$ cat config.mk
export PLATFORM = sky130hd
export DESIGN_NAME = pixel_fifo
export DESIGN_NICKNAME = d
export VERILOG_FILES = /design/src/cam_pkg.sv /design/src/pixel_fifo.sv
export SDC_FILE = /design/constraint.sdc
export NUM_CORES = 1
export LEC_CHECK = 0
export BUFFER_PORTS_ARGS = -buffer_cell sky130_fd_sc_hd__buf_4
export CORE_MARGIN = 1
export CORE_UTILIZATION = 51
export DETAILED_ROUTE_END_ITERATION = 16
export PLACE_DENSITY = 0.69
export SYNTH_ARGS = -nofsm -noshare
export SYNTH_HDL_FRONTEND = slang
export SYNTH_SLANG_ARGS = --single-unit
$ cat constraint.sdc
create_clock -name clk -period 3.84 [get_ports clk]
set_input_delay 0.768 -clock clk [delete_from_list [all_inputs] [get_ports clk]]
set_output_delay 0.768 -clock clk [all_outputs]
set_load 0.05 [all_outputs]
$ cat src/cam_pkg.sv
//==========================================================================
// shared types for the camera to display path
// pixels are RGB444 in red, green, blue nibble order
// pix_addr_t covers up to 320x240 pixels within one bank
// no timescale here, the package holds no module
//==========================================================================

package cam_pkg;

	// one RGB444 pixel, red in [11:8], green in [7:4], blue in [3:0]
	typedef logic [11:0] pixel_t;

	// pixel index within one frame buffer bank
	typedef logic [16:0] pix_addr_t;

	// frame buffer bank select
	typedef logic bank_t;

	// raster counter value
	typedef logic [10:0] coord_t;

	// one 8-bit display colour channel
	typedef logic [7:0] rgb8_t;

	// frame buffer write request from the capture side
	typedef struct packed {
		logic      en;
		bank_t     bank;
		pix_addr_t addr;
		pixel_t    data;
	} fb_wr_t;

	// VGA output bundle, syncs active low
	typedef struct packed {
		logic  hsync;
		logic  vsync;
		logic  blank_n;
		rgb8_t r;
		rgb8_t g;
		rgb8_t b;
	} vga_out_t;

	// widen a nibble to 8 bits by repeating it, 4'hf gives 8'hff
	function automatic rgb8_t expand4(input logic [3:0] nib);
		return {nib, nib};
	endfunction

endpackage

$ cat src/pixel_fifo.sv
//==========================================================================
// pixel FIFO between the frame buffer and the raster
// no full or ready flag, the upstream credit count keeps it from overflowing
// head_data is combinational from the read pointer
//==========================================================================
`timescale 1ns/1ps

module pixel_fifo import cam_pkg::*; #(
	parameter int FIFO_DEPTH = 8
) (
	input  logic   clk,
	input  logic   rst,
	input  logic   push,
	input  pixel_t push_data,
	input  logic   pop,
	output pixel_t head_data,
	output logic   credit_return
);

	localparam int            PW       = (FIFO_DEPTH > 1) ? $clog2(FIFO_DEPTH) : 1;
	localparam logic [PW-1:0] LAST_PTR = PW'(FIFO_DEPTH - 1);

	pixel_t        mem [FIFO_DEPTH];
	logic [PW-1:0] wr_ptr;
	logic [PW-1:0] rd_ptr;

	// wrap for depths that are not a power of two
	function automatic logic [PW-1:0] next_ptr(input logic [PW-1:0] ptr);
		return (ptr == LAST_PTR) ? '0 : ptr + 1'b1;
	endfunction

	always_ff @(posedge clk) begin
		if (rst) begin
			wr_ptr        <= '0;
			rd_ptr        <= '0;
			credit_return <= 1'b0;
		end else begin
			if (push) begin
				wr_ptr <= next_ptr(wr_ptr);
			end
			if (pop) begin
				rd_ptr <= next_ptr(rd_ptr);
			end
			// one credit back per pop, a cycle later
			credit_return <= pop;
		end
	end

	always_ff @(posedge clk) begin
		if (push) begin
			mem[wr_ptr] <= push_data;
		end
	end

	assign head_data = mem[rd_ptr];

endmodule

# After elaboration in Yosys (flattened, before gate mapping)
# Memories as Yosys holds them, arrays and structs flattened. A register that Yosys moved wholly into a read port is not among the register bits.
# Index checks and enable logic that the tools add are counted.
[totals] register_bits=7 latch_bits=0 mem_bits_rw=96 rom_bits=0 input_bits=16 output_inout_bits=13 word_cells=14 mem_count=1
[classes] addsub=2 multipliers=0 n_div=0 n_lt_le_gt_ge=0 eq_ne=2 shifts=0 mux=6 n_bitwise=0 n_reduce_logical=0
[memory_table] name="mem" words=8 width=12 rd=1 rd_ports_with_merged_regs=1 wr=1 line="pixel_fifo.sv:23" text="pixel_t mem [FIFO_DEPTH];"
[ops] cell="2-to-1 mux 3 bit" count=4
[ops] cell="adder 3 x 1 -> 3 bit, second input constant" count=2
[ops] cell="equality test 3 bit, second input constant" count=2
[ops] cell="2-to-1 mux 1 bit" count=2

# Logic depth before layout (Yosys ltp)
[depth] word_depth=4 mapped_depth=4 ltp_nobuf=4

# Least setup slack after synthesis
# Ideal clock, no wire load.
[synth_path] kind="flip-flop to output port" startpoint="reg with a tool-made name" endpoint="out head_data[10]" arrival_time_ns=1.494 required_time_ns=3.072 slack_ns=1.578 path_stages_with_launch=5 path_buffers=2 cell_sequence="dfxtp_1 buf_6 buf_6 mux4_1 mux2_2"
[synth_lines] item="to (decl)" line="pixel_fifo.sv:16" text="output pixel_t head_data,"

==> run summary <==
Yosys top cell area share: 0.703
largest net degree at the start of global routing: 25
Sum Neg Setup Slack: 0 ps
final setup fails: 0
Post-Layout Cell Count: 330
syn avg cell area: 22.6 um^2
fraction of layout cells with a size suffix above 1: 0.311
WP data arrival: 2200 ps
top cells by count, synth: edfxtp_1, mux4_1, mux2_2
Worst path slowest cell: dfxtp_1
Setup CP Type: reg -> out
Max-cap violations: 0
outcome: finished clean
Die W: 91.7 um
fin util: 0.600
Post CTS Setup Buffer Count: 0
# rows: 32
PortBufs: 28
number of hold buffers added after CTS: 0
Leak Pwr: 1.60 nW
worst vdd ir: 0.000305 V
Synth Warn #: 0
syn_nets: 201
initial antenna violation count: 0
first-pass GRT wire length: 9790 um
DRC viols: 0
worst slew pin tran: 765 ps
H-Tree Depth: 3
DR WL/cell: 19.4 um
flop2flop setup slack: 2450 ps
full die area: 8400 um^2
area grow syn2layout: 13.7%
worst hold path class: reg -> reg
Iteration-0 DRC Markers: 70
flops & latches, synth: 106
dpl cells: 314
Starting Density: 0.528
area of the core: 7770 um^2
CTS root buf: clkbuf_8
Worst slew margin: 0.489
Sink Count: 106
achievable frequency: 337 MHz
Final Max Tran Viols: 0
Netlist Area Pre-Place: 4100 um^2
Critical Path End Type: output pin
vias in the first global route: 1872
Post-synth EDFFs: 96
post-CTS sizing: 0
io pins: 29
Worst EP required: 3070 ps
total track usage: 0.166
period utilization: 0.774
worst-path fanout max: 17
most used cell, CP: buf_4
drt pass-1 iters: 4
Die Y: 91.7 um
Worst-path clk slew: 90 ps
Power Dens Cells: 467 nW/um^2
buffer and inverter count on the worst path: 2
ys async rst share: 0
largest area contributor in the netlist: edfxtp_1
startpoint types: flip-flop
final antenna-violating net count: 0
clk_lat worst skew: 350 ps
crit-path cells: buf_4 > mux4_1 > mux2_2 > buf_4
ys flop type: edfxtp_1
Critical Path Max Stage Delay: 830 ps
sequential element share of the synthesized area: 0.752
vias per cell: 5.45
CTS Buf Count: 9
Synth area leaders: edfxtp_1, mux4_1, dfxtp_1
total power: 2.17 mW
Post-Route WL: 6410 um
final worst clock skew: 10.5 ps
detailed placement HPWL: 3980 um
CTS tree: yes
diodes inserted: 0
GPL Wtd Cong: 0.647
vias: 1797
top-count cell post-synth: edfxtp_1
delay-heaviest family, CP: flip-flops
Layout Nets: 243
CTS Buffer Depth: 2
Post-Synthesis Cells: 181
RSZ-0062 raised after global routing: no
fin crit period: 2970 ps
grt total ovfl: 0
endpoints failing hold: 0
Distinct cells, synth: 17
## registers in the layout, summed over array words and instances, names as in the netlist, named ones only
name and flops:
rd_ptr 3, wr_ptr 3, credit_return 1, mem 96
## logic make-up after synthesis
kind of cell / count (synthesis) / share of synthesized area
fa+ha+maj: 4 / 0.0122
flops: 106 / 0.752
simple gates: 22 / 0.0269
mux: 40 / 0.194
compound gates: 2 / 0.00244
buf+inv: 7 / 0.0125
## worst reg2reg max path: stages, from the launching register on
cell	delay, ps
dfxtp_1	340
ha_1	200
ha_1	180
or3b_2	430
a21oi_1	180
## per-layer routing
layer / GRT usage / vias up / share of wire
met3: 0.0274 / 7 / 0.044
met5: 0 / - / 0
met4: 0.0767 / 0 / 0.0098
met2: 0.274 / 43 / 0.51
met1: 0.217 / 903 / 0.44
li1: - / 844 / -
## cell usage in the layout (no fill, tap or decap), drive strengths merged
| cell type | instances |
|---|---|
| dfxtp | 10 |
| buf | 38 |
| inv | 3 |
| edfxtp | 96 |
| or3b | 2 |
| nor3 | 2 |
| clkinv | 3 |
| nand2 | 2 |
| nor2 | 10 |
| clkbuf | 9 |
| mux4 | 24 |
| ha | 4 |
| bufinv | 1 |
| a21oi | 2 |
| mux2 | 12 |
| nand2b | 5 |
| nor2b | 1 |
| mux2i | 4 |
## final timing paths
kind | from | endpoint | cells past startpoint
setup / recovery | flip-flop | head_data[8] | 4
setup reg to reg | rd_ptr[0] | flip-flop | 4
hold reg to reg | wr_ptr[0] | wr_ptr[0] | 2
hold / removal | wr_ptr[0] | wr_ptr[0] | 2
## final cells by class
cell class,instances,area (um^2)
clock buffer,9,124
multi-input combinational,68,965
timing repair buffer,38,285
sequential,106,3080
clock inverter,7,75.1
fill,582,3110
tap,102,128
## where the power goes
| part | internal [mW] | leakage [nW] | switching, mW |
|---|---|---|---|
| Clock | 0.307 | 0.104 | 0.358 |
| Combinational | 0.0895 | 0.539 | 0.123 |
| Sequential | 1.28 | 0.954 | 0.0134 |
## stage by stage
| stage | setup WS, ps | instance area [um^2] | hold slack [ps] |
|---|---|---|---|
| final | 869 | 4660 | 518 |
| after global routing | 721 | 4660 | 562 |
| after CTS | 818 | 4660 | 518 |
| after detailed placement | 1210 | 4460 | 503 |
| after global placement | 1250 | 4460 | 485 |
| after floorplan | 1580 | 4100 | 469 |
Power figures use the tool's default switching activity.
