`config.mk`:
```
export PLATFORM = sky130hd
export DESIGN_NAME = ov7670_capture
export DESIGN_NICKNAME = d
export VERILOG_FILES = /design/src/cam_pkg.sv /design/src/ov7670_capture.sv
export SDC_FILE = /design/constraint.sdc
export NUM_CORES = 1
export LEC_CHECK = 0
export BUFFER_PORTS_ARGS = -buffer_cell sky130_fd_sc_hd__buf_2
export CAP_MARGIN = 30
export CORE_MARGIN = 5
export CORE_UTILIZATION = 30
export CTS_CLUSTER_DIAMETER = 80
export DETAILED_ROUTE_END_ITERATION = 10
export GPL_TIMING_DRIVEN = 0
export MAX_ROUTING_LAYER = met4
export PLACE_DENSITY = 0.52
export SLEW_MARGIN = 15
export SYNTH_ARGS = -nofsm -noshare
export SYNTH_HDL_FRONTEND = slang
export SYNTH_SLANG_ARGS = --single-unit
```
`constraint.sdc`:
```
create_clock -name clk -period 5.1 [get_ports clk]
set_input_delay 1.02 -clock clk [delete_from_list [all_inputs] [get_ports clk]]
set_output_delay 1.02 -clock clk [all_outputs]
set_load 0.05 [all_outputs]
```
`src/cam_pkg.sv`:
```
//==========================================================================
// shared types for the camera to display path
// pixels are RGB444 in red, green, blue nibble order
// pix_addr_t covers up to 320x240 pixels within one bank
// no timescale here, the package holds no module
//==========================================================================

package cam_pkg;

	// one RGB444 pixel, red in [11:8], green in [7:4], blue in [3:0]
	typedef logic [11:0] pixel_t;

	// pixel index within one frame buffer bank
	typedef logic [16:0] pix_addr_t;

	// frame buffer bank select
	typedef logic bank_t;

	// raster counter value
	typedef logic [10:0] coord_t;

	// one 8-bit display colour channel
	typedef logic [7:0] rgb8_t;

	// frame buffer write request from the capture side
	typedef struct packed {
		logic      en;
		bank_t     bank;
		pix_addr_t addr;
		pixel_t    data;
	} fb_wr_t;

	// VGA output bundle, syncs active low
	typedef struct packed {
		logic  hsync;
		logic  vsync;
		logic  blank_n;
		rgb8_t r;
		rgb8_t g;
		rgb8_t b;
	} vga_out_t;

	// widen a nibble to 8 bits by repeating it, 4'hf gives 8'hff
	function automatic rgb8_t expand4(input logic [3:0] nib);
		return {nib, nib};
	endfunction

endpackage

```
`src/ov7670_capture.sv`:
```
//==========================================================================
// OV7670 byte stream to RGB444 pixel writes
// the byte stream must be synchronous to clk, there is no pclk domain
// first byte of a pair holds red in its low nibble, second holds g and b
// frame_done only follows a vsync rise when pixels were written before it
//==========================================================================
`timescale 1ns/1ps

module ov7670_capture import cam_pkg::*; (
	input  logic       clk,
	input  logic       rst,
	input  logic       vsync,
	input  logic       href,
	input  logic [7:0] d,
	input  bank_t      cap_bank,
	output fb_wr_t     wr,
	output logic       frame_done
);

	logic       vsync_q;
	logic       vsync_rise;
	// 0 on the first byte of a pair, 1 on the second
	logic       phase;
	logic       second_byte;
	logic [3:0] red_q;
	pix_addr_t  addr_cnt;
	// at least one pixel written since the last frame_done
	logic       got_pix;
	logic       wr_en;
	bank_t      wr_bank;
	pix_addr_t  wr_addr;
	pixel_t     wr_data;

	assign vsync_rise  = vsync & ~vsync_q;
	assign second_byte = href & phase;

	always_ff @(posedge clk) begin
		if (rst) begin
			vsync_q    <= 1'b0;
			phase      <= 1'b0;
			addr_cnt   <= '0;
			got_pix    <= 1'b0;
			frame_done <= 1'b0;
			wr_en      <= 1'b0;
		end else begin
			vsync_q    <= vsync;
			// byte phase restarts on every href low cycle
			phase      <= href ? ~phase : 1'b0;
			// write lands one cycle after the second byte
			wr_en      <= second_byte;
			frame_done <= vsync_rise & got_pix;
			if (vsync_rise) begin
				addr_cnt <= '0;
				got_pix  <= 1'b0;
			end else if (second_byte) begin
				addr_cnt <= addr_cnt + 1'b1;
				got_pix  <= 1'b1;
			end
		end
	end

	// byte hold and pixel assembly
	always_ff @(posedge clk) begin
		if (href && !phase) begin
			red_q <= d[3:0];
		end
		if (second_byte) begin
			wr_bank <= cap_bank;
			wr_addr <= addr_cnt;
			wr_data <= {red_q, d};
		end
	end

	assign wr = '{en: wr_en, bank: wr_bank, addr: wr_addr, data: wr_data};

endmodule

```
* Word-level counts from Yosys, hierarchy flattened
Cells that the tools add are included.
Operators by class: divide/modulo/power cells 0, shift-type cells 0, magnitude comparators 0, add/subtract/negate cells 1, mux-type cells 0, bitwise gates (word level) 6, multipliers 0, reduce and logical (&&, ||, !) cells 4, equality and inequality tests 0
Operators with widths (number):
- 17-bit by 1-bit adder with 17-bit output, second input constant | 1
- 2-bit OR reduction | 2
- 1-bit AND | 3
- 1-bit NOT | 3
- 1-bit logical AND | 1
- 1-bit zero test | 1
Word-level totals: bits in read-only memories 0, word-level logic and storage cells 21, output and inout bits 32, memories 0, bits of input ports 13, RAM bits 0, flip-flop bits (word level) 56, latch bits 0

* Logic depth before layout (Yosys ltp)
word-level depth 3, mapped depth 5, gate-level depth less buffers 5

* Least setup slack after synthesis
No wires, ideal clock.
kind in2reg, from input port href, to register addr_cnt[3], slack 2773 ps, arrival 2199 ps, stages 5, required time 4972 ps, setup time 128 ps, buffers on the path 0, cells stage by stage nand2_1 -> inv_1 -> nand4_1 -> xor2_1 -> nor2_1
On the way: longest elaborated chain between the ends 1
RTL lines:
- start: declaration | line ov7670_capture.sv:13 | input logic href,
- 1-bit AND | line ov7670_capture.sv:35 | assign second_byte = href & phase;
- net second_byte | line ov7670_capture.sv:24 | logic second_byte;
- end signal: assignment | line ov7670_capture.sv:56 | addr_cnt <= addr_cnt + 1'b1;
- end: declaration | line ov7670_capture.sv:26 | pix_addr_t addr_cnt;
The timed path passes the listed nets, and every way through them passes these cells. A chain may end at the register's enable or synchronous reset.

* Final worst setup path
from input port href, to register addr_cnt[16]
On the way: longest elaborated chain between the ends 1
RTL lines (line):
- 1-bit AND | ov7670_capture.sv:35
No other way between the ends.

==> metrics <==
die width ~90 um; CTS Root Cell clkbuf_8; H-tree lvl count 2; Min-Delay Path Depth 0; Die Y 90.5 um; clk slew on worst S/H paths 0.10 ns; num ports 45; PnR worst setup slack 2.98 ns; Sequential Power Share 0.646; share of the synthesized area in the top cell type 0.525; Cell Pwr Density 322 nW/um2; first-pass GRT wire length ~5500 um; Synth area leaders edfxtp_1 53%, dfxtp_1 23%, xnor2_1 3.6%; area leader, netlist edfxtp_1; Leakage Power between 0.8 and 0.9 nW; Clock power frac 0.307; clock buffer depth 2; Wirelength per Cell approximately 13 um; Vias 1183; setup TNS 0 ns; Crit. End Element flip-flop; num rows 29; Mean Syn Cell Area 14.1 um2; Worst EP arrival roughly 2.4 ns; DP Cell Count between 200 and 300; die area approximately 8200 um2; post-synth design cell area approximately 1900 um2; Setup Crit Path Kind input port to flip-flop; RSZ-0062 raised after global routing no; routability cong. between 0.7 and 0.8; Net count, final between 200 and 250; max_cap viols 0; part of the power in combinational logic 0.047; Fin. Hold Viols 0; clock sink count 56; VDD IR-drop max ~110 uV; First-pass DRT Iterations 3; Synth cell types 27; internal power approximately 0.59 mW; CTS tree built; post-route antenna net violation count 0; drc violations 0; fin util 0.372; Layout area overhead 20.8%; Iteration-0 DRC Markers 42; critical path fanouts, max 9; Clock Skews 0.00492 ns; ant diodes 0; Reg2Reg Depth 5; Core ar. roughly 6300 um2; share of layout cells above drive strength 1 0.295; P_sw about 0.17 mW; GRT Util Overall 0.0835; Power, Total about 0.76 mW; setup bufs post-CTS 0; grt ovf 0; Clk Latency, worst-skew pair roughly 0.3 ns; Routed WL roughly 3300 um; CTS Buf Count 5; crit share post-route 0.417; CP required between 5 and 6 ns; pre-CTS setup slack between 2 and 3 ns; post_cts resized 0; largest net degree at the start of global routing 36; fin. max-slew vios 0; initial antenna violation count 0; Hold Crit Class flip-flop to flip-flop; sw frac 0.220; hold buffer count at cts 0; vias in the first global route roughly 1200; DP HPWL about 2400 um; port buffer count 44; Worst-Margin Slew between 0.7 and 0.8 ns; part of the Yosys area used for sequential elements 0.752; flops & latches, synth between 50 and 60; Min Clock Period, post-route 2.12 ns; Initial Util 0.308; Post-Syn Nets 152; fill count 642; Max Freq 471 MHz; Synth warnings 0; Critical Path Start Type input port; DR vias/cell 4.43; endpoints failing setup 0; Slew headroom 0.523; Synth Instances 138; status completed; final std cells w/o fill 267
cells by family after synthesis:
logic type | Yosys count | share of synthesized area
DFF | 56 | 0.752
and+or+nand+nor | 48 | 0.137
adders and majority gates | 1 | 0.00643
buffers and inverters | 9 | 0.0212
xor gates and xnor gates | 10 | 0.0450
AOI/OAI and AO/OA | 14 | 0.0386
per-layer routing:
layer	share of wire	track usage	wire length [um]
met3	0.082	0.0358	275
met5	0	-	0
met4	0.0054	0.0261	18
met1	0.44	0.0980	1490
met2	0.47	0.130	1570
registers in the layout, summed over array words and instances, names as in the netlist:
signal      cells
wr_data        12
wr_bank         1
wr_en           1
frame_done      1
wr_addr        17
vsync_q         1
red_q           4
got_pix         1
phase           1
addr_cnt       17
cells in the final DEF, fill, tap and decap left out, types with 2 or more instances in the layout:
| cell type | netlist | layout |
|---|---|---|
| a21oi_1 | 7 | 7 |
| buf_2 | 0 | 44 |
| buf_4 | 2 | 2 |
| clkbuf_8 | 0 | 5 |
| clkinvlp_4 | 0 | 2 |
| dfxtp_1 | 22 | 22 |
| edfxtp_1 | 34 | 34 |
| inv_1 | 5 | 4 |
| nand2_1 | 7 | 7 |
| nand3_1 | 4 | 4 |
| nand4_1 | 4 | 4 |
| nor2_1 | 14 | 14 |
| nor2b_1 | 2 | 2 |
| nor4_1 | 4 | 4 |
| o21ai_0 | 5 | 5 |
| or3_1 | 6 | 6 |
| xnor2_1 | 8 | 8 |
| xor2_1 | 2 | 2 |
worst paths after layout:
kind	from	end	slack (ns)
hold / removal	red_q[1]$_DFFE_PP_	wr_data[9]$_DFFE_PP_	0.43
hold reg to reg	red_q[1]$_DFFE_PP_	wr_data[9]$_DFFE_PP_	0.43
setup reg to reg	addr_cnt[1]$_SDFFE_PP0P_	addr_cnt[16]$_SDFFE_PP0P_	3.22
setup / recovery	href	addr_cnt[16]$_SDFFE_PP0P_	2.98
worst max-delay path, stage by stage:
cell     delay, ns
buf_2         0.13
nand4_4       0.17
or3_4         0.46
or4_1         0.42
a21oi_1       0.16
synth_stat cells (all sizes together):
cell	number
a21o	1
a21oi	7
and2b	1
and3	1
and4	1
buf	3
clkbuf	1
dfxtp	22
edfxtp	34
ha	1
inv	5
nand2	7
nand3	4
nand4	5
nor2	14
nor2b	2
nor3	1
nor4	4
o21ai	5
o31ai	1
or3	7
or4	1
xnor2	8
xor2	2
power groups by stage:
stage | logic, mW | registers [mW] | clock network, mW
3_3_place_gp | 0.0358 | 0.499 | 0
4_1_cts | 0.0362 | 0.489 | 0.240
2_1_floorplan | 0.0105 | 0.511 | 0
6_report | 0.0353 | 0.488 | 0.232
5_1_grt | 0.0380 | 0.489 | 0.256
3_5_place_dp | 0.0361 | 0.499 | 0
through the flow:
stage,hold WS [ns],area (um2)
global placement,0.401,2260
floorplan,0.400,1940
CTS,0.429,2350
finish,0.430,2350
detailed placement,0.406,2260
global route,0.441,2350
area by class of cell:
class | count | area [um2] | area share
Sequential cell | 56 | 1460 | 0.622
Multi-Input combinational cell | 73 | 442 | 0.188
Timing Repair Buffer | 44 | 220 | 0.0938
Tap cell | 77 | 96.3 | 0.0410
Clock buffer | 5 | 68.8 | 0.0293
Buffer | 4 | 22.5 | 0.00959
Clock inverter | 3 | 18.8 | 0.00799
Inverter | 5 | 18.8 | 0.00799
Power figures use the tool's default switching activity.
