$ cat config.mk
export PLATFORM = sky130hd
export DESIGN_NAME = vga_timing
export DESIGN_NICKNAME = d
export VERILOG_FILES = /design/src/cam_pkg.sv /design/src/vga_timing.sv
export SDC_FILE = /design/constraint.sdc
export NUM_CORES = 1
export LEC_CHECK = 0
export BUFFER_PORTS_ARGS = -buffer_cell sky130_fd_sc_hd__buf_4
export CORE_AREA = 5 5 64 66
export CTS_CLUSTER_DIAMETER = 80
export DETAILED_ROUTE_END_ITERATION = 7
export DIE_AREA = 0 0 69 71
export PLACE_DENSITY = 0.76
export SKIP_LAST_GASP = 1
export SLEW_MARGIN = 25
export SYNTH_ARGS = -nofsm -noshare
export SYNTH_HDL_FRONTEND = slang
export SYNTH_SLANG_ARGS = --single-unit
$ cat constraint.sdc
create_clock -name clk -period 2.5 [get_ports clk]
set_input_delay 0.125 -clock clk [delete_from_list [all_inputs] [get_ports clk]]
set_output_delay 0.125 -clock clk [all_outputs]
set_load 0.02 [all_outputs]
$ cat src/cam_pkg.sv
//==========================================================================
// shared types for the camera to display path
// pixels are RGB444 in red, green, blue nibble order
// pix_addr_t covers up to 320x240 pixels within one bank
// no timescale here, the package holds no module
//==========================================================================

package cam_pkg;

	// one RGB444 pixel, red in [11:8], green in [7:4], blue in [3:0]
	typedef logic [11:0] pixel_t;

	// pixel index within one frame buffer bank
	typedef logic [16:0] pix_addr_t;

	// frame buffer bank select
	typedef logic bank_t;

	// raster counter value
	typedef logic [10:0] coord_t;

	// one 8-bit display colour channel
	typedef logic [7:0] rgb8_t;

	// frame buffer write request from the capture side
	typedef struct packed {
		logic      en;
		bank_t     bank;
		pix_addr_t addr;
		pixel_t    data;
	} fb_wr_t;

	// VGA output bundle, syncs active low
	typedef struct packed {
		logic  hsync;
		logic  vsync;
		logic  blank_n;
		rgb8_t r;
		rgb8_t g;
		rgb8_t b;
	} vga_out_t;

	// widen a nibble to 8 bits by repeating it, 4'hf gives 8'hff
	function automatic rgb8_t expand4(input logic [3:0] nib);
		return {nib, nib};
	endfunction

endpackage

$ cat src/vga_timing.sv
//==========================================================================
// raster counters, syncs and colour output
// line and frame order is active, front porch, sync, back porch
// syncs are active low, the image sits at the top left of the active area
// colour and syncs are registered one cycle behind the counters
//==========================================================================
`timescale 1ns/1ps

module vga_timing import cam_pkg::*; #(
	parameter int IMG_W    = 320,
	parameter int IMG_H    = 240,
	parameter int H_ACTIVE = 640,
	parameter int H_FRONT  = 16,
	parameter int H_SYNC   = 96,
	parameter int H_BACK   = 48,
	parameter int V_ACTIVE = 480,
	parameter int V_FRONT  = 10,
	parameter int V_SYNC   = 2,
	parameter int V_BACK   = 33
) (
	input  logic     clk,
	input  logic     rst,
	input  logic     scanning,
	input  pixel_t   head_data,
	output logic     pop,
	output logic     frame_start,
	output vga_out_t vga
);

	// window edges as counter values
	localparam coord_t H_SYNC_BEG = coord_t'(H_ACTIVE + H_FRONT);
	localparam coord_t H_SYNC_END = coord_t'(H_ACTIVE + H_FRONT + H_SYNC);
	localparam coord_t H_LAST     = coord_t'(H_ACTIVE + H_FRONT + H_SYNC + H_BACK - 1);
	localparam coord_t V_SYNC_BEG = coord_t'(V_ACTIVE + V_FRONT);
	localparam coord_t V_SYNC_END = coord_t'(V_ACTIVE + V_FRONT + V_SYNC);
	localparam coord_t V_LAST     = coord_t'(V_ACTIVE + V_FRONT + V_SYNC + V_BACK - 1);

	coord_t h_cnt;
	coord_t v_cnt;
	logic   active;
	logic   in_image;

	always_ff @(posedge clk) begin
		if (rst) begin
			h_cnt <= '0;
			v_cnt <= '0;
		end else if (h_cnt == H_LAST) begin
			h_cnt <= '0;
			v_cnt <= (v_cnt == V_LAST) ? coord_t'(0) : v_cnt + 1'b1;
		end else begin
			h_cnt <= h_cnt + 1'b1;
		end
	end

	assign active   = (h_cnt < coord_t'(H_ACTIVE)) && (v_cnt < coord_t'(V_ACTIVE));
	assign in_image = (h_cnt < coord_t'(IMG_W)) && (v_cnt < coord_t'(IMG_H));
	// one pixel consumed per image pixel while a scan is running
	assign pop      = active && in_image && scanning;
	// first clock of the vertical back porch
	assign frame_start = (h_cnt == '0) && (v_cnt == V_SYNC_END);

	always_ff @(posedge clk) begin
		if (rst) begin
			vga <= '{hsync: 1'b1, vsync: 1'b1, blank_n: 1'b0, r: '0, g: '0, b: '0};
		end else begin
			vga.hsync   <= !((h_cnt >= H_SYNC_BEG) && (h_cnt < H_SYNC_END));
			vga.vsync   <= !((v_cnt >= V_SYNC_BEG) && (v_cnt < V_SYNC_END));
			vga.blank_n <= active;
			// black outside the image and before the first scan
			vga.r <= pop ? expand4(head_data[11:8]) : rgb8_t'(0);
			vga.g <= pop ? expand4(head_data[7:4]) : rgb8_t'(0);
			vga.b <= pop ? expand4(head_data[3:0]) : rgb8_t'(0);
		end
	end

endmodule

Word-level counts from Yosys, hierarchy flattened
Index checks and enable logic that the tools add are counted.
Word-level totals
  bits in registers: 49
  output and inout bits: 29
  logic and storage cells: 35
Cells by class
  $add $sub $neg: 2
  $lt $le $gt $ge: 8
  eq/ne operators: 3
  multiplexer cells: 1
  bitwise operators: 1
  reduce and logical (&&, ||, !) cells: 12
Operator list (count)
  $lt A11 B9 Y1 const B: 3
  $add A11 B1 Y11 const B: 2
  $eq A11 B10 Y1 const B: 2
  $lt A11 B10 Y1 const B: 2
  $eq A11 B9 Y1 const B: 1
  $ge A11 B10 Y1 const B: 1
  $ge A11 B9 Y1 const B: 1
  $logic_not A11 Y1: 1
  $lt A11 B8 Y1 const B: 1
  $mux W11: 1
  $logic_and A1 B1 Y1: 7
  $reduce_or A2 Y1: 2
  $logic_not A1 Y1: 2
  $not A1 Y1: 1

Depth between registers and ports, before layout
  depth in word-level cells: 6
  mapped depth: 7
  gate-level depth less buffers: 6

Worst setup path before layout
No wires, ideal clock.
  path kind: register to register
  from: register h_cnt[0]
  to: register h_cnt[10]
  setup time: 124 ps
  data arrival time: 1711 ps
  slack: 665 ps
  stages on the path, launching flop included: 8
  cells stage by stage: dfxtp_1 ha_1 nand4_1 clkbuf_1 nor3_1 or2_2 clkbuf_1 nor2_1
Between the ends
  longest elaborated chain between the ends: 2
  elaborated cells between the ends (all ways): 3
  those cells by class: add/sub: 1; eq/ne: 1; reduce/logical: 1
RTL lines
  start: declaration: RTL line vga_timing.sv:38  | coord_t h_cnt;
  start signal: assignment: RTL line vga_timing.sv:51  | h_cnt <= h_cnt + 1'b1;
  parallel branches: the longest is 2 deep, another holds $add A11 B1 Y11
Several ways; the timed one is not identified.
A chain may end at the register's enable or synchronous reset.

Final worst setup path
  from: register h_cnt[7]
  to: output port frame_start
Between the ends
  longest elaborated chain between the ends: 2
RTL lines
  $logic_not A11 Y1: RTL line vga_timing.sv:60  | assign frame_start = (h_cnt == '0) && (v_cnt == V_SYNC_END);
  $logic_and A1 B1 Y1: RTL line vga_timing.sv:60
  end: declaration: RTL line vga_timing.sv:26  | output logic frame_start,
Every way passes these cells.

==> run_results.csv <==
group,metric,value,unit
status,status,"finished clean",
cells_and_area,area_growth,25.3,%
critical_path,path_class,"register to output port",
detailed_routing,wl_per_cell,12.9,microns
clock_network,clk_latency,0.35,ns
power_and_ir_drop,p_clk_frac,0.295,
power_and_ir_drop,seqPwrFrac,0.596,
sta,slew_headroom,0.667,
sta,tns,0,ns
power_and_ir_drop,internal-power,768,uW
sta,period_share,0.841,
sta,hold_viol,0,
yosys,ys_top_cells_by_count,"37 x dfxtp_1, 29 x nor2_1, 12 x and2_1, 12 x buf_4, 12 x xnor2_1",
power_and_ir_drop,p_switching,258,uW
cells_and_area,register_area,741,sq um
grt,antenna_found_initial,0,
detailed_routing,post_drt_via_cell_ratio,5.05,
flow_run,cap_viol_max_count,0,
hold_path,hold_path_class,"input pin to register",
sta,setup_violations,0,
clock_network,cts_tree,"built",
clock_network,clock_sinks,37,
grt,grt_usage,0.155,
yosys,ys_ff_latch,37,
cells_and_area,n_antenna_cell,0,
sta,rsz0062_at_grt,"false",
yosys,yosysUniqueCellTypes,32,
yosys,synth.avg_cell_area,8.80,sq um
clock_network,cts_buffers,5,
power_and_ir_drop,power,1.03,mW
cells_and_area,multi_input_area,782,sq um
floorplan,io_pins,44,
power_and_ir_drop,p_leak,0.875,nW
yosys,yosys.cell_count.top_type,"dfxtp_1",
sta,worst_pin_slew,0.495,ns
clock_network,clk_pin_slew,0.11,ns
sta,fmax,476,MHz
yosys,synthTopCellsByArea,"dfxtp_1 44%, nor2_1 6.4%, xnor2_1 6.2%, buf_4 5.3%, and2_1 4.4%",
clock_network,cts_max_level,2,
detailed_routing,drt_iter0_drc,56,
floorplan,die_w,69,microns
placement,pre_cts_ws,0.581,ns
detailed_routing,drc,0,
clock_network,cts_resized,0,
yosys,yosysSeqAreaShare,0.436,
sta,min_period,2.10,ns
clock_network,cts_setup_buffers,0,
floorplan,die_h,71,microns
grt,overflow,0,
power_and_ir_drop,combPwrFrac,0.109,
detailed_routing,wirelength,3.65,mm
sta,fin_skew,0.0116,ns
power_and_ir_drop,power_density,482,nW/um^2
hold_path,hp-start,"rst",
cells_and_area,drive_gt1_frac,0.246,
floorplan,dieArea,4900,sq um
placement,dp_hpwl,2.56,mm
floorplan,initial_core_util,0.482,
yosys,yosysTopAreaCell,"dfxtp_1",
power_and_ir_drop,vdd_drop_max,300,uV
yosys,yosys_warnings,0,
critical_path,crit_start,"h_cnt[7]$_SDFF_PP0_",
critical_path,cp.required,2.38,ns
yosys,synth_top_area_frac,0.436,
placement,portBuffers,43,
yosys,synth_ff_type,"dfxtp_1",
yosys,ys_async_sr_fraction,0,
placement,dp.cells,264,
cells_and_area,fillers,316,
sta,layout_setup_ws,0.397,ns
sta,drv_slew,0,
critical_path,worstPathArrival,1.98,ns
clock_network,cts-root-buf,"clkbuf_4",
critical_path,cp-end-kind,"output port",
yosys,netlist_area,1700,sq um
critical_path,r2r_start,"v_cnt[0]$_SDFFE_PP0N_",
cells_and_area,fin_cells,284,
critical_path,regToRegSetupSlack,0.57,ns
grt,first_global_vias,1298,
detailed_routing,first_pass_iters,4,
floorplan,core,3520,sq um
placement,routabilityCongestion,0.888,
detailed_routing,vias,1434,
yosys,synth_cells,193,
clock_network,clockBufferDepth,2,
floorplan,rows,22,
yosys,synth_nets,212,
detailed_routing,ant_nets,0,
yosys,synth_edf_count,0,
power_and_ir_drop,p_sw_frac,0.251,
grt,grt_max_degree,13,
cells_and_area,final_nets,254,
critical_path,cp-start-kind,"register",
critical_path,critPathMaxFanout,9,
grt,grt_pass1_wl,6.18,mm
==> layout make-up <==
cell class,instances,share of cell area
clock inverters,3,0.00823
well taps,48,0.0282
inverters,7,0.0123
clock buffers,5,0.0176
repair buffers,58,0.219
flip-flops and latches,37,0.348
multi-input cells,126,0.367
==> power groups by stage <==
| stage | sequential [mW] | clock [mW] | combinational (mW) |
|---|---|---|---|
| global placement | 0.624 | 0 | 0.0955 |
| finish | 0.612 | 0.302 | 0.112 |
| floorplan | 0.635 | 0 | 0.0472 |
| CTS | 0.612 | 0.317 | 0.112 |
| global route | 0.614 | 0.345 | 0.121 |
| detailed placement | 0.625 | 0 | 0.0961 |
==> flip-flops by register name (all words and copies together) (netlist names) <==
register and count:
vga 15, h_cnt 11, v_cnt 11
==> final timing paths <==
kind / cells past startpoint / end
worst min register to register: 1 / h_cnt[0]$_SDFF_PP0_
worst max-delay path: 5 / frame_start
worst max register to register: 5 / v_cnt[10]$_SDFFE_PP0N_
worst min-delay path: 2 / h_cnt[6]$_SDFF_PP0_
==> cell families after synthesis <==
family	Yosys count	synth area share
mux	2	0.0118
xor+xnor	15	0.0773
flops	37	0.436
compound gates	9	0.0331
fa+ha+maj	4	0.0295
simple gates	96	0.309
buf+inv	30	0.104
==> per-layer routing <==
metal,share of wire,GRT usage,vias up
met5,0,0,-
met3,0.10,0.0668,6
met2,0.44,0.248,66
met1,0.45,0.188,637
li1,-,-,725
met4,0.014,0.0521,0
==> what timing repair did <==
item / CTS / global route
hold endpoints to repair: 12 / 0
setup endpoints to repair: 0 / 0
hold buffers: 12 / 0
==> through the flow <==
step | hold slack (ns) | instance area (sq um) | util
2_1_floorplan | 0.247 | 1700 | -
3_3_place_gp | 0.326 | 1950 | 0.555
3_5_place_dp | 0.330 | 1950 | 0.555
4_1_cts | 0.0115 | 2130 | 0.604
5_1_grt | 0.0219 | 2130 | 0.604
6_report | 0.0402 | 2130 | 0.604
==> critical path, stage by stage (launching register included) <==
cell	delay [ns]
dfxtp_1	0.42
or3_1	0.49
nor2_1	0.19
nand4_1	0.10
nor3_1	0.23
buf_4	0.19
==> cell usage in the layout, fill, tap and decap left out, drive strengths merged, types with 2 or more instances in the layout <==
cell type    synthesis  final
buf                 17     46
xor2                 3      3
a21oi                3      3
mux2i                2      2
and2                12     12
xnor2               12     12
clkbuf               6      5
or3                  4      4
o21ai                3      3
nor2                29     29
ha                   4      4
inv                  7      7
nand4                6      6
or4b                 2      2
nand2                8      8
nor4                 7      7
dlygate4sd3          0     12
nand3b               2      2
clkinv               0      2
dfxtp               37     37
nand3                9      9
nor3                10     10
and4                 2      2
nor4b                2      2
No activity file was read; power rests on OpenSTA's default activity.
