===== config.mk =====
export PLATFORM = sky130hd
export DESIGN_NAME = frame_sequencer
export DESIGN_NICKNAME = d
export VERILOG_FILES = /design/src/cam_pkg.sv /design/src/frame_sequencer.sv
export SDC_FILE = /design/constraint.sdc
export NUM_CORES = 1
export LEC_CHECK = 0
export BUFFER_PORTS_ARGS = -buffer_cell sky130_fd_sc_hd__buf_4
export CAP_MARGIN = 5
export CELL_PAD_IN_SITES_DETAIL_PLACEMENT = 1
export CELL_PAD_IN_SITES_GLOBAL_PLACEMENT = 2
export CORE_MARGIN = 1.5
export CORE_UTILIZATION = 28
export CTS_BUF_LIST = sky130_fd_sc_hd__clkbuf_16
export CTS_CLUSTER_DIAMETER = 150
export DETAILED_ROUTE_END_ITERATION = 6
export PLACE_DENSITY = 0.77
export SLEW_MARGIN = 20
export SYNTH_ARGS = -nofsm -noshare
export SYNTH_HDL_FRONTEND = slang
export SYNTH_SLANG_ARGS = --single-unit
export TNS_END_PERCENT = 20

===== constraint.sdc =====
create_clock -name clk -period 2.7 [get_ports clk]
set_input_delay 0.27 -clock clk [delete_from_list [all_inputs] [get_ports clk]]
set_output_delay 0.27 -clock clk [all_outputs]
set_load 0.05 [all_outputs]

===== src/cam_pkg.sv =====
//==========================================================================
// shared types for the camera to display path
// pixels are RGB444 in red, green, blue nibble order
// pix_addr_t covers up to 320x240 pixels within one bank
// no timescale here, the package holds no module
//==========================================================================

package cam_pkg;

	// one RGB444 pixel, red in [11:8], green in [7:4], blue in [3:0]
	typedef logic [11:0] pixel_t;

	// pixel index within one frame buffer bank
	typedef logic [16:0] pix_addr_t;

	// frame buffer bank select
	typedef logic bank_t;

	// raster counter value
	typedef logic [10:0] coord_t;

	// one 8-bit display colour channel
	typedef logic [7:0] rgb8_t;

	// frame buffer write request from the capture side
	typedef struct packed {
		logic      en;
		bank_t     bank;
		pix_addr_t addr;
		pixel_t    data;
	} fb_wr_t;

	// VGA output bundle, syncs active low
	typedef struct packed {
		logic  hsync;
		logic  vsync;
		logic  blank_n;
		rgb8_t r;
		rgb8_t g;
		rgb8_t b;
	} vga_out_t;

	// widen a nibble to 8 bits by repeating it, 4'hf gives 8'hff
	function automatic rgb8_t expand4(input logic [3:0] nib);
		return {nib, nib};
	endfunction

endpackage


===== src/frame_sequencer.sv =====
//==========================================================================
// bank control and credit-limited frame buffer reads
// FIFO_DEPTH must match the pixel FIFO so a push always finds room
// a scan started at frame_start must finish before the next frame_start
// scanning stays high once the first frame has been shown
//==========================================================================
`timescale 1ns/1ps

module frame_sequencer import cam_pkg::*; #(
	parameter int IMG_W      = 320,
	parameter int IMG_H      = 240,
	parameter int FIFO_DEPTH = 8
) (
	input  logic      clk,
	input  logic      rst,
	input  logic      frame_done,
	input  logic      frame_start,
	input  logic      credit_return,
	input  pixel_t    rd_data,
	output bank_t     cap_bank,
	output logic      rd_en,
	output bank_t     rd_bank,
	output pix_addr_t rd_addr,
	output logic      push,
	output pixel_t    push_data,
	output logic      scanning
);

	localparam int        CW        = $clog2(FIFO_DEPTH + 1);
	localparam pix_addr_t LAST_ADDR = pix_addr_t'(IMG_W * IMG_H - 1);

	// IDLE until a frame completes, then WAIT_FRAME and SCAN alternate
	typedef enum logic [1:0] {
		IDLE,
		WAIT_FRAME,
		SCAN
	} seq_state_t;

	seq_state_t    state;
	bank_t         latest_bank;
	bank_t         disp_bank;
	logic [CW-1:0] credits;
	pix_addr_t     addr;
	logic          issue;

	// one read per cycle while credits remain
	assign issue     = (state == SCAN) && (credits != '0);
	assign rd_en     = issue;
	assign rd_bank   = disp_bank;
	assign rd_addr   = addr;
	// RAM output lines up with the delayed push
	assign push_data = rd_data;

	always_ff @(posedge clk) begin
		if (rst) begin
			state       <= IDLE;
			cap_bank    <= 1'b0;
			latest_bank <= 1'b0;
			disp_bank   <= 1'b0;
			credits     <= CW'(FIFO_DEPTH);
			addr        <= '0;
			push        <= 1'b0;
			scanning    <= 1'b0;
		end else begin
			// matches the one-cycle RAM read latency
			push    <= issue;
			credits <= credits - CW'(issue) + CW'(credit_return);
			// completed bank becomes latest, capture moves to the other one
			if (frame_done) begin
				latest_bank <= cap_bank;
				cap_bank    <= ~cap_bank;
			end
			case (state)
				IDLE: begin
					if (frame_done) begin
						state <= WAIT_FRAME;
					end
				end
				WAIT_FRAME: begin
					if (frame_start) begin
						disp_bank <= latest_bank;
						addr      <= '0;
						scanning  <= 1'b1;
						state     <= SCAN;
					end
				end
				SCAN: begin
					if (issue) begin
						addr <= addr + 1'b1;
						// final read ends the scan
						if (addr == LAST_ADDR) begin
							state <= WAIT_FRAME;
						end
					end
				end
				default: state <= IDLE;
			endcase
		end
	end

endmodule


======== Yosys cells after proc, flatten, opt, wreduce, memory -nomap -nowiden ========
Index checks and enable logic that the tools add are counted.
word-level totals
  register bits after elaboration ......... 28
  output and inout port bits .............. 34
  logic and storage cells ................. 34
operators by class
  add/subtract/negate cells ............... 3
  eq/ne operators ......................... 7
  muxes and demuxes ....................... 8
  bitwise gates (word level) .............. 1
  reduce and logical (&&, ||, !) cells .... 7
operators with widths
  operator                 number
  $mux W17                 2
  $pmux W17 S2             1
  $add A17 B1 Y17 const B  1
  $eq A17 B17 Y1 const B   1
  $mux W2                  4
  $ne A2 B2 Y1 const B     3
  $pmux W2 S3              1
  $add A4 B1 Y4            1
  $reduce_and A4 Y1        1
  $reduce_bool A4 Y1       1
  $sub A4 B1 Y4            1
  $reduce_and A3 Y1        1
  $eq A2 B1 Y1 const B     1
  $eq A2 B2 Y1 const B     1
  $logic_not A2 Y1         1
  $ne A2 B1 Y1 const B     1
  $reduce_and A2 Y1        1
  $reduce_bool A2 Y1       1
  $logic_and A1 B1 Y1      1
  $not A1 Y1               1

======== Logic depth before layout (Yosys ltp) ========
Gate-level depths: netlist (run 1).
  word-level depth ........................ 4
  gate-level depth with buffers ........... 11

======== Least setup slack after synthesis (run 1) ========
No wires, ideal clock.
  kind .................................... register to register
  start point ............................. reg credits[2]
  end point ............................... reg credits[2]
  arrival time ............................ 2533 ps
  slack ................................... 40 ps
  stages on the path, launching flop included .. 12
  buffers on the path ..................... 0
  clock period less this slack ............ 2660 ps
  cells stage by stage .................... dfxtp_1 -> inv_1 -> ha_1 -> nor3b_1 -> nor2_1 -> ha_1 -> inv_1 -> ha_1 -> inv_1 -> fa_1 -> xor2_1 -> nor2_1
between the ends
  word-level cells in the longest chain between the ends .. 4
RTL lines
  item                    line                   source
  start, declared         frame_sequencer.sv:42  logic [CW-1:0] credits;
  start signal, assigned  frame_sequencer.sv:60  credits <= CW'(FIFO_DEPTH);
  start signal, assigned  frame_sequencer.sv:67  credits <= credits - CW'(issue) + CW'(credit_return);
  $reduce_bool A4 Y1      frame_sequencer.sv:47  assign issue = (state == SCAN) && (credits != '0);
  $logic_and A1 B1 Y1     frame_sequencer.sv:47
  via rd_en               frame_sequencer.sv:21  output logic rd_en,
  $sub A4 B1 Y4           frame_sequencer.sv:67
  $add A4 B1 Y4           frame_sequencer.sv:67
The timed path passes the listed nets, and every way through them passes these cells.
A chain may end at the register's enable or synchronous reset.

======== Final worst setup path (run 1) ========
  start point ............................. reg credits[2]
  end point ............................... reg credits[2]
between the ends
  word-level cells in the longest chain between the ends .. 4
RTL lines
  item                 line
  $reduce_bool A4 Y1   frame_sequencer.sv:47
  $logic_and A1 B1 Y1  frame_sequencer.sv:47
  $sub A4 B1 Y4 *      frame_sequencer.sv:67
  $add A4 B1 Y4 *      frame_sequencer.sv:67
Mark *: on every way between the ends. The rest lies on a longest branch, timed or not.

==> out/results.ini, run 1 <==
[outcome]
status = completed

[logic_synthesis]
ys_ff_latch = 28
synth_fp_nets = 196
seq_area_frac_synth_pct = 37.0
synthMuxAreaShare_pct = 1.32
synth_top_family_by_area = simple AND/OR/NAND/NOR gates
synth_compound_gate_area_share_pct = 16.2
ys.warnings.count = 0
synth_xor_area_share_pct = 2.31
yosysUniqueCellTypes = 40
netlist_area_sq_um = 1520
syn_inst = 172
synth_area_per_cell_sq_um = 8.81
synth-simple-area-share_pct = 25.1
yosys.area_share.adder_pct = 6.28

[floorplan]
io_pins = 51
die_x_um = 76.6
initial_core_util_pct = 29.3
coreArea_sq_um = 5170
dieArea_sq_um = 5860
fp-row-count = 26
dieHeight_um = 76.6

[job]
drv_cap = 0

[drt]
drtIter0Drc = 39
routedWlPerCell_um = 15.0
dr.pass1.iters = 4
ant_nets = 0
totalWireLength_mm = 3.82
drc = 0
num_vias = 1294
vias_per_cell = 5.09

[timing]
slew_viol_final = 0
rsz0062_at_grt = false
setup_violations = 0
fin_crit_ns = 2.20
setup_tns_ns = 0
fin_ws_ns = 0.496
fmax_ghz = 0.454
worst_pin_slew_ns = 0.622
fin_hold_ws_ns = 0.277
hold_violations = 0
skew_ns = 0.00818
max_slew_margin_pct = 58.5
fin_crit_sh_pct = 81.6

[global_route]
grt_pass1_wl_mm = 6.75
grt_pass1_vias = 1367
grt_max_degree = 17
grt_overflow_total = 0
antenna_found_initial = 0
track_usage_pct = 14.3

[placement]
portBuffers = 26
gp_congestion = 0.741
dpl_cell_area_sq_um = 1670
dp_hpwl_mm = 2.76
place_ws_ns = 0.492

[worst_setup_path]
crit_buf_inv = 3
crit_slowest_cell = fa_1
arrival_ns = 2.36
start_kind = flip-flop
critPathKind = reg -> reg
crit_required_ns = 2.85
cpLargestDelayFamily = adder cells
cpPeakStageDelay_ns = 0.37
cp_max_fo = 2
path_cells = inv_1 -> ha_1 -> nor3b_1 -> nor2_1 -> ha_1 -> inv_1 -> ha_1 -> inv_1 -> fa_1 -> xor2_1 -> nor2_1
cp-end-kind = flip-flop

[clock_tree]
postCtsHoldBufs = 0
ctsResizeCount = 0
cts_tree = built
clkSlewWorstSetupHoldPaths_ns = 0.06
cts_max_level = 1
clkLatencyLatePin_ns = 0.27
cts_inserted_buffers = 3
clkSinkCount = 28
clockBufferDepth = 2
post_cts_buffers = 0
cts_root_buffer = clkbuf_16

[power]
p_per_area_nw_per_um2 = 586
max-vdd-ir-drop_uv = 341
p_leak_nw = 0.641

[hold_path]
hp-class = in -> reg

[cells_and_area]
layout-drive-gt1-share_pct = 19.0
n_antenna_cell = 0
syn2layout_area_growth_pct = 15.3
final_design_area_no_fill_sq_um = 1750
n_fill_cell = 620
fin_nets = 209
regArea_sq_um = 561
multi_input_area_sq_um = 776

-- cells by family after synthesis --
kind of cell | count (synthesis)
AOI/OAI and AO/OA | 37
and+or+nand+nor | 64
DFF | 28
buffers and inverters | 30
adders and majority gates | 7
xor gates and xnor gates | 4
muxes | 2
-- layout make-up --
cell class | count | area share [%]
well taps | 70 | 5.01
repair buffers | 27 | 11.6
clock inverters | 1 | 0.215
inverters | 11 | 2.36
flip-flops and latches | 28 | 32.1
multi-input cells | 114 | 44.4
clock buffers | 3 | 4.30
-- Yosys cell counts --
master    count  area, sq um
a21o_1        1         7.51
nand4_1       4         25.0
or4_1         9         67.6
clkinv_1      1         3.75
a211oi_1      1         7.51
a221oi_1      1         8.76
nor3b_1       2         15.0
buf_4        13         97.6
o31ai_1       8         60.1
nand2_1       7         26.3
inv_1        10         37.5
buf_6         2         22.5
or4b_2        1         10.0
and4b_1       1         10.0
a21oi_2       1         8.76
fa_1          1         20.0
or3b_2        1         8.76
and2b_1       1         7.51
and4_1        3         26.3
nand2_2       1         6.26
a21oi_1      18         90.1
mux2i_1       2         20.0
nor2_1       12         45.0
dfxtp_1      28          561
or3_1         6         37.5
nand3b_1      1         7.51
nor3_1        4         20.0
ha_1          6         75.1
xor2_1        1         8.76
nand3_1       5         25.0
clkbuf_1      2         7.51
a32oi_4       1         27.5
nand4b_1      1         8.76
o211ai_1      2         15.0
nand2b_1      3         18.8
buf_2         2         10.0
and3b_1       1         8.76
xnor2_1       3         26.3
o21ai_0       4         20.0
nor2b_1       1         6.26
-- path summary, 6_finish.rpt --
check	start	end	slack (ns)	cells after the start
max	credits[2]$_SDFF_PP0_	credits[2]$_SDFF_PP0_	0.50	11
min	frame_done	latest_bank$_SDFFE_PP0P_	0.28	3
max reg2reg	credits[2]$_SDFF_PP0_	credits[2]$_SDFF_PP0_	0.50	11
min reg2reg	rd_bank$_SDFFE_PP0P_	rd_bank$_SDFFE_PP0P_	0.46	2
-- cell usage in the layout (no fill, tap or decap), types with 2 or more instances in the layout --
cell / count
clkinv_1: 2
mux2i_1: 2
nor2_1: 12
clkbuf_16: 3
and4_1: 3
nand2b_1: 3
o211ai_1: 2
buf_4: 27
inv_1: 10
nand4_1: 4
nor3_1: 4
nand2_1: 7
ha_1: 6
o31ai_1: 8
or4_1: 9
or3_1: 6
nor3b_1: 2
nand3_1: 5
o21ai_0: 4
dfxtp_1: 28
a21oi_1: 18
xnor2_1: 3
-- worst register-to-register path, delay by kind of cell, from the launching register on --
family / cells / cell delay (ns)
AND/OR/NAND/NOR: 3 / 0.44
flip-flops: 1 / 0.30
buffers and inverters: 3 / 0.19
XOR/XNOR: 1 / 0.16
adder cells (fa/ha/maj): 4 / 1.01
-- per-stage QoR --
step           total power [W]  utilization, %  std cells
2_1_floorplan         0.000673               -        172
3_3_place_gp          0.000667            32.2        250
3_5_place_dp          0.000688            32.2        250
4_1_cts                0.00104            33.8        254
5_1_grt                0.00109            33.8        254
6_report               0.00102            33.8        254
-- where the power goes --
part / internal [W] / leakage [nW] / switching [W] / total (W)
logic: 0.0000928 / 0.376 / 0.000126 / 0.000219
registers: 0.000439 / 0.227 / 0.0000183 / 0.000458
clock network: 0.000199 / 0.0385 / 0.000148 / 0.000347
-- state kept, by name, summed over array words and instances (netlist names) --
register     flops
scanning         1
state            2
rd_bank          1
push             1
rd_addr         17
cap_bank         1
credits          4
latest_bank      1
-- routing by layer --
layer / vias to the layer above / wire length (um) / track usage (%)
met5: - / 0 / 0
met4: 0 / 106 / 7.41
met3: 13 / 173 / 3.59
met2: 30 / 1850 / 24.6
met1: 618 / 1680 / 16.3
li1: 633 / - / -
Power figures use the tool's default switching activity.
==> run 2: changes to the inputs <==
--- a/config.mk
+++ b/config.mk
@@ -10,11 +10,11 @@
 export CELL_PAD_IN_SITES_DETAIL_PLACEMENT = 1
 export CELL_PAD_IN_SITES_GLOBAL_PLACEMENT = 2
 export CORE_MARGIN = 1.5
-export CORE_UTILIZATION = 28
+export CORE_UTILIZATION = 26
 export CTS_BUF_LIST = sky130_fd_sc_hd__clkbuf_16
 export CTS_CLUSTER_DIAMETER = 150
 export DETAILED_ROUTE_END_ITERATION = 6
-export PLACE_DENSITY = 0.77
+export PLACE_DENSITY = 0.75
 export SLEW_MARGIN = 20
 export SYNTH_ARGS = -nofsm -noshare
 export SYNTH_HDL_FRONTEND = slang
==> constraint.sdc (replaced) <==
create_clock -name clk -period 1.9 [get_ports clk]
set_input_delay 0.19 -clock clk [delete_from_list [all_inputs] [get_ports clk]]
set_output_delay 0.19 -clock clk [all_outputs]
set_load 0.05 [all_outputs]
==> out/results.ini, run 2 (synthesized netlist as in run 1, its figures left out) <==
[cells_and_area]
regArea_sq_um = 562  ; +0.22%
n_fill_cell = 662  ; +6.8%
multi_input_area_sq_um = 851  ; +9.7%
largest_reg_flops = 17  ; unchanged
layout_commonest_cell = buf_4
final_cell_mix = buf_4 (38), dfxtp_1 (27), a21oi_1 (17)
fin_nets = 222  ; +6.2%
final_design_area_no_fill_sq_um = 1950  ; +12%
syn2layout_area_growth_pct = 28.6
layout-drive-gt1-share_pct = 31.5  ; +12 points
n_antenna_cell = 0  ; unchanged

[floorplan]
dieHeight_um = 79.3  ; +3.6%
die_x_um = 79.3  ; +3.6%
coreArea_sq_um = 5570  ; +7.8%
io_pins = 51  ; unchanged
initial_core_util_pct = 27.2  ; -2.1 points
dieArea_sq_um = 6290  ; +7.4%
fp-row-count = 27  ; +3.8%

[placement]
portBuffers = 26  ; unchanged
dp_hpwl_mm = 2.84  ; +2.8%
gp_congestion = 0.736  ; -0.76%
dpl_cell_area_sq_um = 1850  ; +11%

[worst_setup_path]
cpPeakStageDelay_ns = 0.50  ; +0.13 ns
cp-end-kind = flip-flop
crit_slowest_cell = fa_2
crit_required_ns = 2.06  ; -0.79 ns
start_kind = flip-flop
cp_max_fo = 2  ; unchanged
path_cells = inv_2 -> ha_4 -> nor3b_4 -> nor2_4 -> ha_4 -> inv_2 -> ha_4 -> inv_2 -> fa_2 -> nor2_1
critPathKind = reg -> reg
arrival_ns = 2.05  ; -0.31 ns

[drt]
drc = 0  ; unchanged
num_vias = 1333  ; +3.0%
totalWireLength_mm = 3.81  ; -0.10%
routedWlPerCell_um = 14.2  ; -5.7%
drtIter0Drc = 29  ; -26%
vias_per_cell = 4.96  ; -2.7%
dr.pass1.iters = 4  ; unchanged
ant_nets = 0  ; unchanged

[timing]
fin_crit_sh_pct = 99.6  ; +18 points
fin_crit_ns = 1.89  ; -0.311 ns
fmax_ghz = 0.528  ; +16%
rsz0062_at_grt = true
hold_violations = 0  ; unchanged
skew_ns = 0.00311  ; -0.00507 ns
fin_hold_ws_ns = 0.184  ; -0.0930 ns
slew_viol_final = 0  ; unchanged
max_slew_margin_pct = 80.9  ; +22 points
setup_violations = 0  ; unchanged
worst_pin_slew_ns = 0.287  ; -0.336 ns

[clock_tree]
cts_root_buffer = clkbuf_16
cts_inserted_buffers = 3  ; unchanged
clockBufferDepth = 2  ; unchanged
clkSlewWorstSetupHoldPaths_ns = 0.07  ; about the same
cts_tree = built
clkSinkCount = 28  ; unchanged
cts_max_level = 1  ; unchanged
clkLatencyLatePin_ns = 0.26  ; about the same

[power]
p_leak_nw = 0.718  ; +12%
p_per_area_nw_per_um2 = 801  ; +37%
max-vdd-ir-drop_uv = 433  ; +27%

[global_route]
grt_pass1_vias = 1267  ; -7.3%
antenna_found_initial = 0  ; unchanged
track_usage_pct = 12.9  ; -1.4 points
grt_overflow_total = 0  ; unchanged
grt_max_degree = 17  ; unchanged
grt_pass1_wl_mm = 6.31  ; -6.4%

[hold_path]
hp-class = in -> reg

[job]
drv_cap = 0  ; unchanged

[outcome]
status = completed

run 2: cell types whose count changed in the layout (fill, tap and decap cells not counted), moves of 2 or more:
cell    change
buf_12      +2
buf_4      +11
ha_1        -4
ha_4        +4
inv_1       -5
inv_2       +5
run 2: final timing paths:
check	start	endpoint	slack, ns	cells past startpoint
setup / recovery	credits[2]$_SDFF_PP0_	credits[1]$_SDFF_PP0_	0.007	10
hold / removal	frame_done	cap_bank$_SDFFE_PP0P_	0.18	3
setup reg to reg	credits[2]$_SDFF_PP0_	credits[1]$_SDFF_PP0_	0.007	10
hold reg to reg	latest_bank$_SDFFE_PP0P_	rd_bank$_SDFFE_PP0P_	0.46	2
run 2: metrics by stage:
step / util, % / power, W / setup slack (ns) / setup TNS, ns / instances
after floorplan: - / 0.00101 / -0.193 / -0.692 / 172
after global placement: 33.2 / 0.00103 / 0.0199 / 0 / 264
after detailed placement: 33.2 / 0.00104 / -0.0261 / -0.0453 / 264
after CTS: 34.8 / 0.00156 / 0.000897 / 0 / 268
after global routing: 34.9 / 0.00166 / -0.0999 / -0.256 / 269
final: 34.9 / 0.00156 / 0.00683 / 0 / 269
run 2: area by class of cell:
type                            instances  share of cell area [%]
Timing Repair Buffer                   40                    16.7
Clock buffer                            3                    3.85
Multi-Input combinational cell        114                    43.7
Sequential cell                        28                    28.8
Clock inverter                          1                   0.193
Inverter                               11                    2.12
Tap cell                               72                    4.62
run 2: what timing repair did:
| item | in CTS | in global routing |
|---|---|---|
| cloned | 0 | 0 |
| endpoints found under the hold margin | 0 | 0 |
| setup endpoints to repair | 3 | 3 |
| pin swaps | 1 | 3 |
| resized for setup | 3 | 1 |
| buffers inserted | 0 | 1 |
| hold buffers | 0 | 0 |
run 2: critical path: cells and delay by family (launching register included):
family,cells,cell delay (ns)
and+or+nand+nor,3,0.33
buffers and inverters,3,0.16
adders and majority gates,4,0.97
DFF,1,0.32
run 2: metal layers:
metal	global-route usage [%]	vias to the layer above	wire length, um
met5	0	-	0
met4	5.61	0	68
met3	2.30	7	148
met2	20.3	21	1760
met1	17.4	645	1840
li1	-	660	-
run 2: where the power goes:
group	total [W]	switching [W]	leakage (nW)	internal (W)
combinational	0.000409	0.000208	0.452	0.000201
sequential	0.000657	0.0000308	0.228	0.000626
clock	0.000495	0.000212	0.0385	0.000283
total	0.00156	0.000451	0.718	0.00111
==> run 3: changes to the inputs <==
--- a/config.mk
+++ b/config.mk
@@ -7,14 +7,12 @@
 export LEC_CHECK = 0
 export BUFFER_PORTS_ARGS = -buffer_cell sky130_fd_sc_hd__buf_4
 export CAP_MARGIN = 5
-export CELL_PAD_IN_SITES_DETAIL_PLACEMENT = 1
-export CELL_PAD_IN_SITES_GLOBAL_PLACEMENT = 2
 export CORE_MARGIN = 1.5
-export CORE_UTILIZATION = 26
+export CORE_UTILIZATION = 40
 export CTS_BUF_LIST = sky130_fd_sc_hd__clkbuf_16
 export CTS_CLUSTER_DIAMETER = 150
 export DETAILED_ROUTE_END_ITERATION = 6
-export PLACE_DENSITY = 0.75
+export PLACE_DENSITY = 0.67
 export SLEW_MARGIN = 20
 export SYNTH_ARGS = -nofsm -noshare
 export SYNTH_HDL_FRONTEND = slang
==> out/results.ini, run 3 (synthesized netlist as in run 1, its figures left out) <==
[power]
p_seq_share_pct = 42.9  ; +0.8 points
combPwrFrac_pct = 26.4  ; +0.2 points
pwr-share-clk_pct = 30.7  ; -1.0 points
p_sw_share_pct = 28.0  ; -0.91 points
max-vdd-ir-drop_uv = 742  ; +71%
p_per_area_nw_per_um2 = 818  ; +2.1%
net-switching-power_w = 0.000428  ; -5.0%
p_leak_nw = 0.687  ; -4.3%
internal_power_w = 0.00110  ; -0.67%

[timing]
worst_pin_slew_ns = 0.433  ; +0.146 ns
slew_viol_final = 0  ; unchanged
fmax_ghz = 0.532  ; +0.63%
skew_ns = 0.00351  ; +0.000407 ns
rsz0062_at_grt = true
fin_ws_ns = 0.0186  ; +0.0118 ns
hold_violations = 0  ; unchanged
max_slew_margin_pct = 71.1  ; -9.7 points
setup_violations = 0  ; unchanged
fin_crit_sh_pct = 99.0  ; -0.62 points
fin_crit_ns = 1.88  ; -0.0118 ns

[worst_setup_path]
path_cells = inv_2 -> ha_4 -> nor3b_4 -> nor2_4 -> ha_4 -> inv_2 -> ha_4 -> inv_2 -> fa_2 -> nor2_2
crit_required_ns = 2.05  ; about the same
cp_max_fo = 2  ; unchanged
cp_num_cells = 10  ; unchanged
arrival_ns = 2.04  ; about the same
start_kind = flip-flop
crit_buf_inv = 3  ; unchanged
critPathKind = reg -> reg
cp-end-kind = flip-flop
crit_slowest_cell = fa_2
reg2regPathDepth = 10  ; unchanged
cpLargestDelayFamily = adder cells
cpPeakStageDelay_ns = 0.52  ; +0.02 ns

[global_route]
grt_overflow_total = 0  ; unchanged
grt_max_degree = 17  ; unchanged
track_usage_pct = 17.4  ; +4.4 points
grt_pass1_wl_mm = 5.84  ; -7.4%
antenna_found_initial = 0  ; unchanged
grt_pass1_vias = 1297  ; +2.4%

[clock_tree]
clkSinkCount = 28  ; unchanged
clkSlewWorstSetupHoldPaths_ns = 0.06  ; about the same
clockBufferDepth = 2  ; unchanged
cts_root_buffer = clkbuf_16
cts_max_level = 1  ; unchanged
cts_inserted_buffers = 3  ; unchanged
postCtsHoldBufs = 0  ; unchanged
cts_tree = built
clkLatencyLatePin_ns = 0.26  ; about the same

[cells_and_area]
fin_nets = 219  ; -1.4%
layout-drive-gt1-share_pct = 31.6  ; +0.13 points
layout_commonest_cell = buf_4
regArea_sq_um = 562  ; unchanged
final_cell_mix = buf_4 (37), dfxtp_1 (27), a21oi_1 (17)
fin_util_pct = 51.1  ; +16 points
n_antenna_cell = 0  ; unchanged
final_design_area_no_fill_sq_um = 1870  ; -4.0%
syn2layout_area_growth_pct = 23.5
largest_reg_flops = 17  ; unchanged
instances_no_fill = 241  ; -10%
n_fill_cell = 338  ; -49%
multi_input_area_sq_um = 855  ; +0.44%

[drt]
drtIter0Drc = 34  ; +17%
dr.pass1.iters = 4  ; unchanged
totalWireLength_mm = 3.45  ; -9.5%
routedWlPerCell_um = 14.3  ; +1.0%
ant_nets = 0  ; unchanged
num_vias = 1343  ; +0.75%
vias_per_cell = 5.57  ; +12%
drc = 0  ; unchanged

[floorplan]
coreArea_sq_um = 3660  ; -34%
fp-row-count = 22  ; -19%
die_x_um = 64.5  ; -19%
io_pins = 51  ; unchanged
dieHeight_um = 64.5  ; -19%
initial_core_util_pct = 41.4  ; +14 points
dieArea_sq_um = 4170  ; -34%

[placement]
dp.cells = 237  ; -10%
gp_congestion = 0.794  ; +7.9%
dpl_cell_area_sq_um = 1770  ; -4.2%
portBuffers = 26  ; unchanged
place_ws_ns = -0.0485  ; -0.0223 ns
dp_hpwl_mm = 2.56  ; -9.8%

[outcome]
status = completed

[job]
drv_cap = 0  ; unchanged

[hold_path]
hp-class = in -> reg
hold_depth = 3  ; unchanged

-- run 3: cell types whose count changed in the layout (fill, tap and decap cells not counted) --
| cell | delta |
|---|---|
| and3b_1 | -1 |
| and3b_2 | +1 |
| buf_4 | -1 |
| buf_12 | -2 |
| o21ai_1 | +1 |
| o21ai_0 | -1 |
| nor2_1 | -1 |
| nor2_2 | +1 |
| clkinv_1 | -1 |
-- run 3: area by class of cell --
cell class / instances / area share, %
clock buffer: 3 / 4.01
multi-input combinational: 114 / 45.7
tap: 48 / 3.21
timing repair buffer: 37 / 14.8
sequential: 28 / 30.0
inverter: 11 / 2.21
-- run 3: final timing paths --
kind                            start                    end  slack (ns)
max             credits[2]$_SDFF_PP0_  credits[1]$_SDFF_PP0_        0.02
min                        frame_done  cap_bank$_SDFFE_PP0P_        0.19
max reg2reg     credits[2]$_SDFF_PP0_  credits[1]$_SDFF_PP0_        0.02
min reg2reg  latest_bank$_SDFFE_PP0P_   rd_bank$_SDFFE_PP0P_        0.45
-- run 3: metrics by stage --
stage | hold WS [ns] | setup TNS, ns | total power (W)
final | 0.195 | 0 | 0.00153
after CTS | 0.190 | -0.0291 | 0.00155
after global routing | 0.212 | -0.205 | 0.00161
after global placement | 0.380 | 0 | 0.00101
after detailed placement | 0.380 | -0.0811 | 0.00103
after floorplan | 0.262 | -0.692 | 0.00101
-- run 3: worst min-delay path: cells and delay by family --
family        cells  cell delay [ns]
xor+xnor          1             0.06
buf+inv           1             0.10
simple gates      1             0.07
-- run 3: routing by layer --
metal,vias up,global-route usage [%],part of all wire [%]
met4,0,4.26,1.2
met1,633,20.0,43
met3,10,5.03,5.2
met5,-,0,0
met2,40,31.5,50
li1,660,-,-
-- run 3: power groups by stage --
| stage | logic [W] | clock network [W] | registers, W |
|---|---|---|---|
| 2_1_floorplan | 0.000326 | 0 | 0.000682 |
| 3_3_place_gp | 0.000350 | 0 | 0.000662 |
| 3_5_place_dp | 0.000367 | 0 | 0.000665 |
| 4_1_cts | 0.000403 | 0.000491 | 0.000657 |
| 5_1_grt | 0.000445 | 0.000505 | 0.000664 |
| 6_report | 0.000404 | 0.000469 | 0.000657 |
-- run 3: repair_timing --
| item | 4_1_cts | 5_1_grt |
|---|---|---|
| endpoints found under the setup margin | 3 | 6 |
| resized for setup | 4 | 3 |
| endpoints found under the hold margin | 0 | 0 |
| pin swaps | 6 | 4 |
| setup buffers | 1 | 0 |
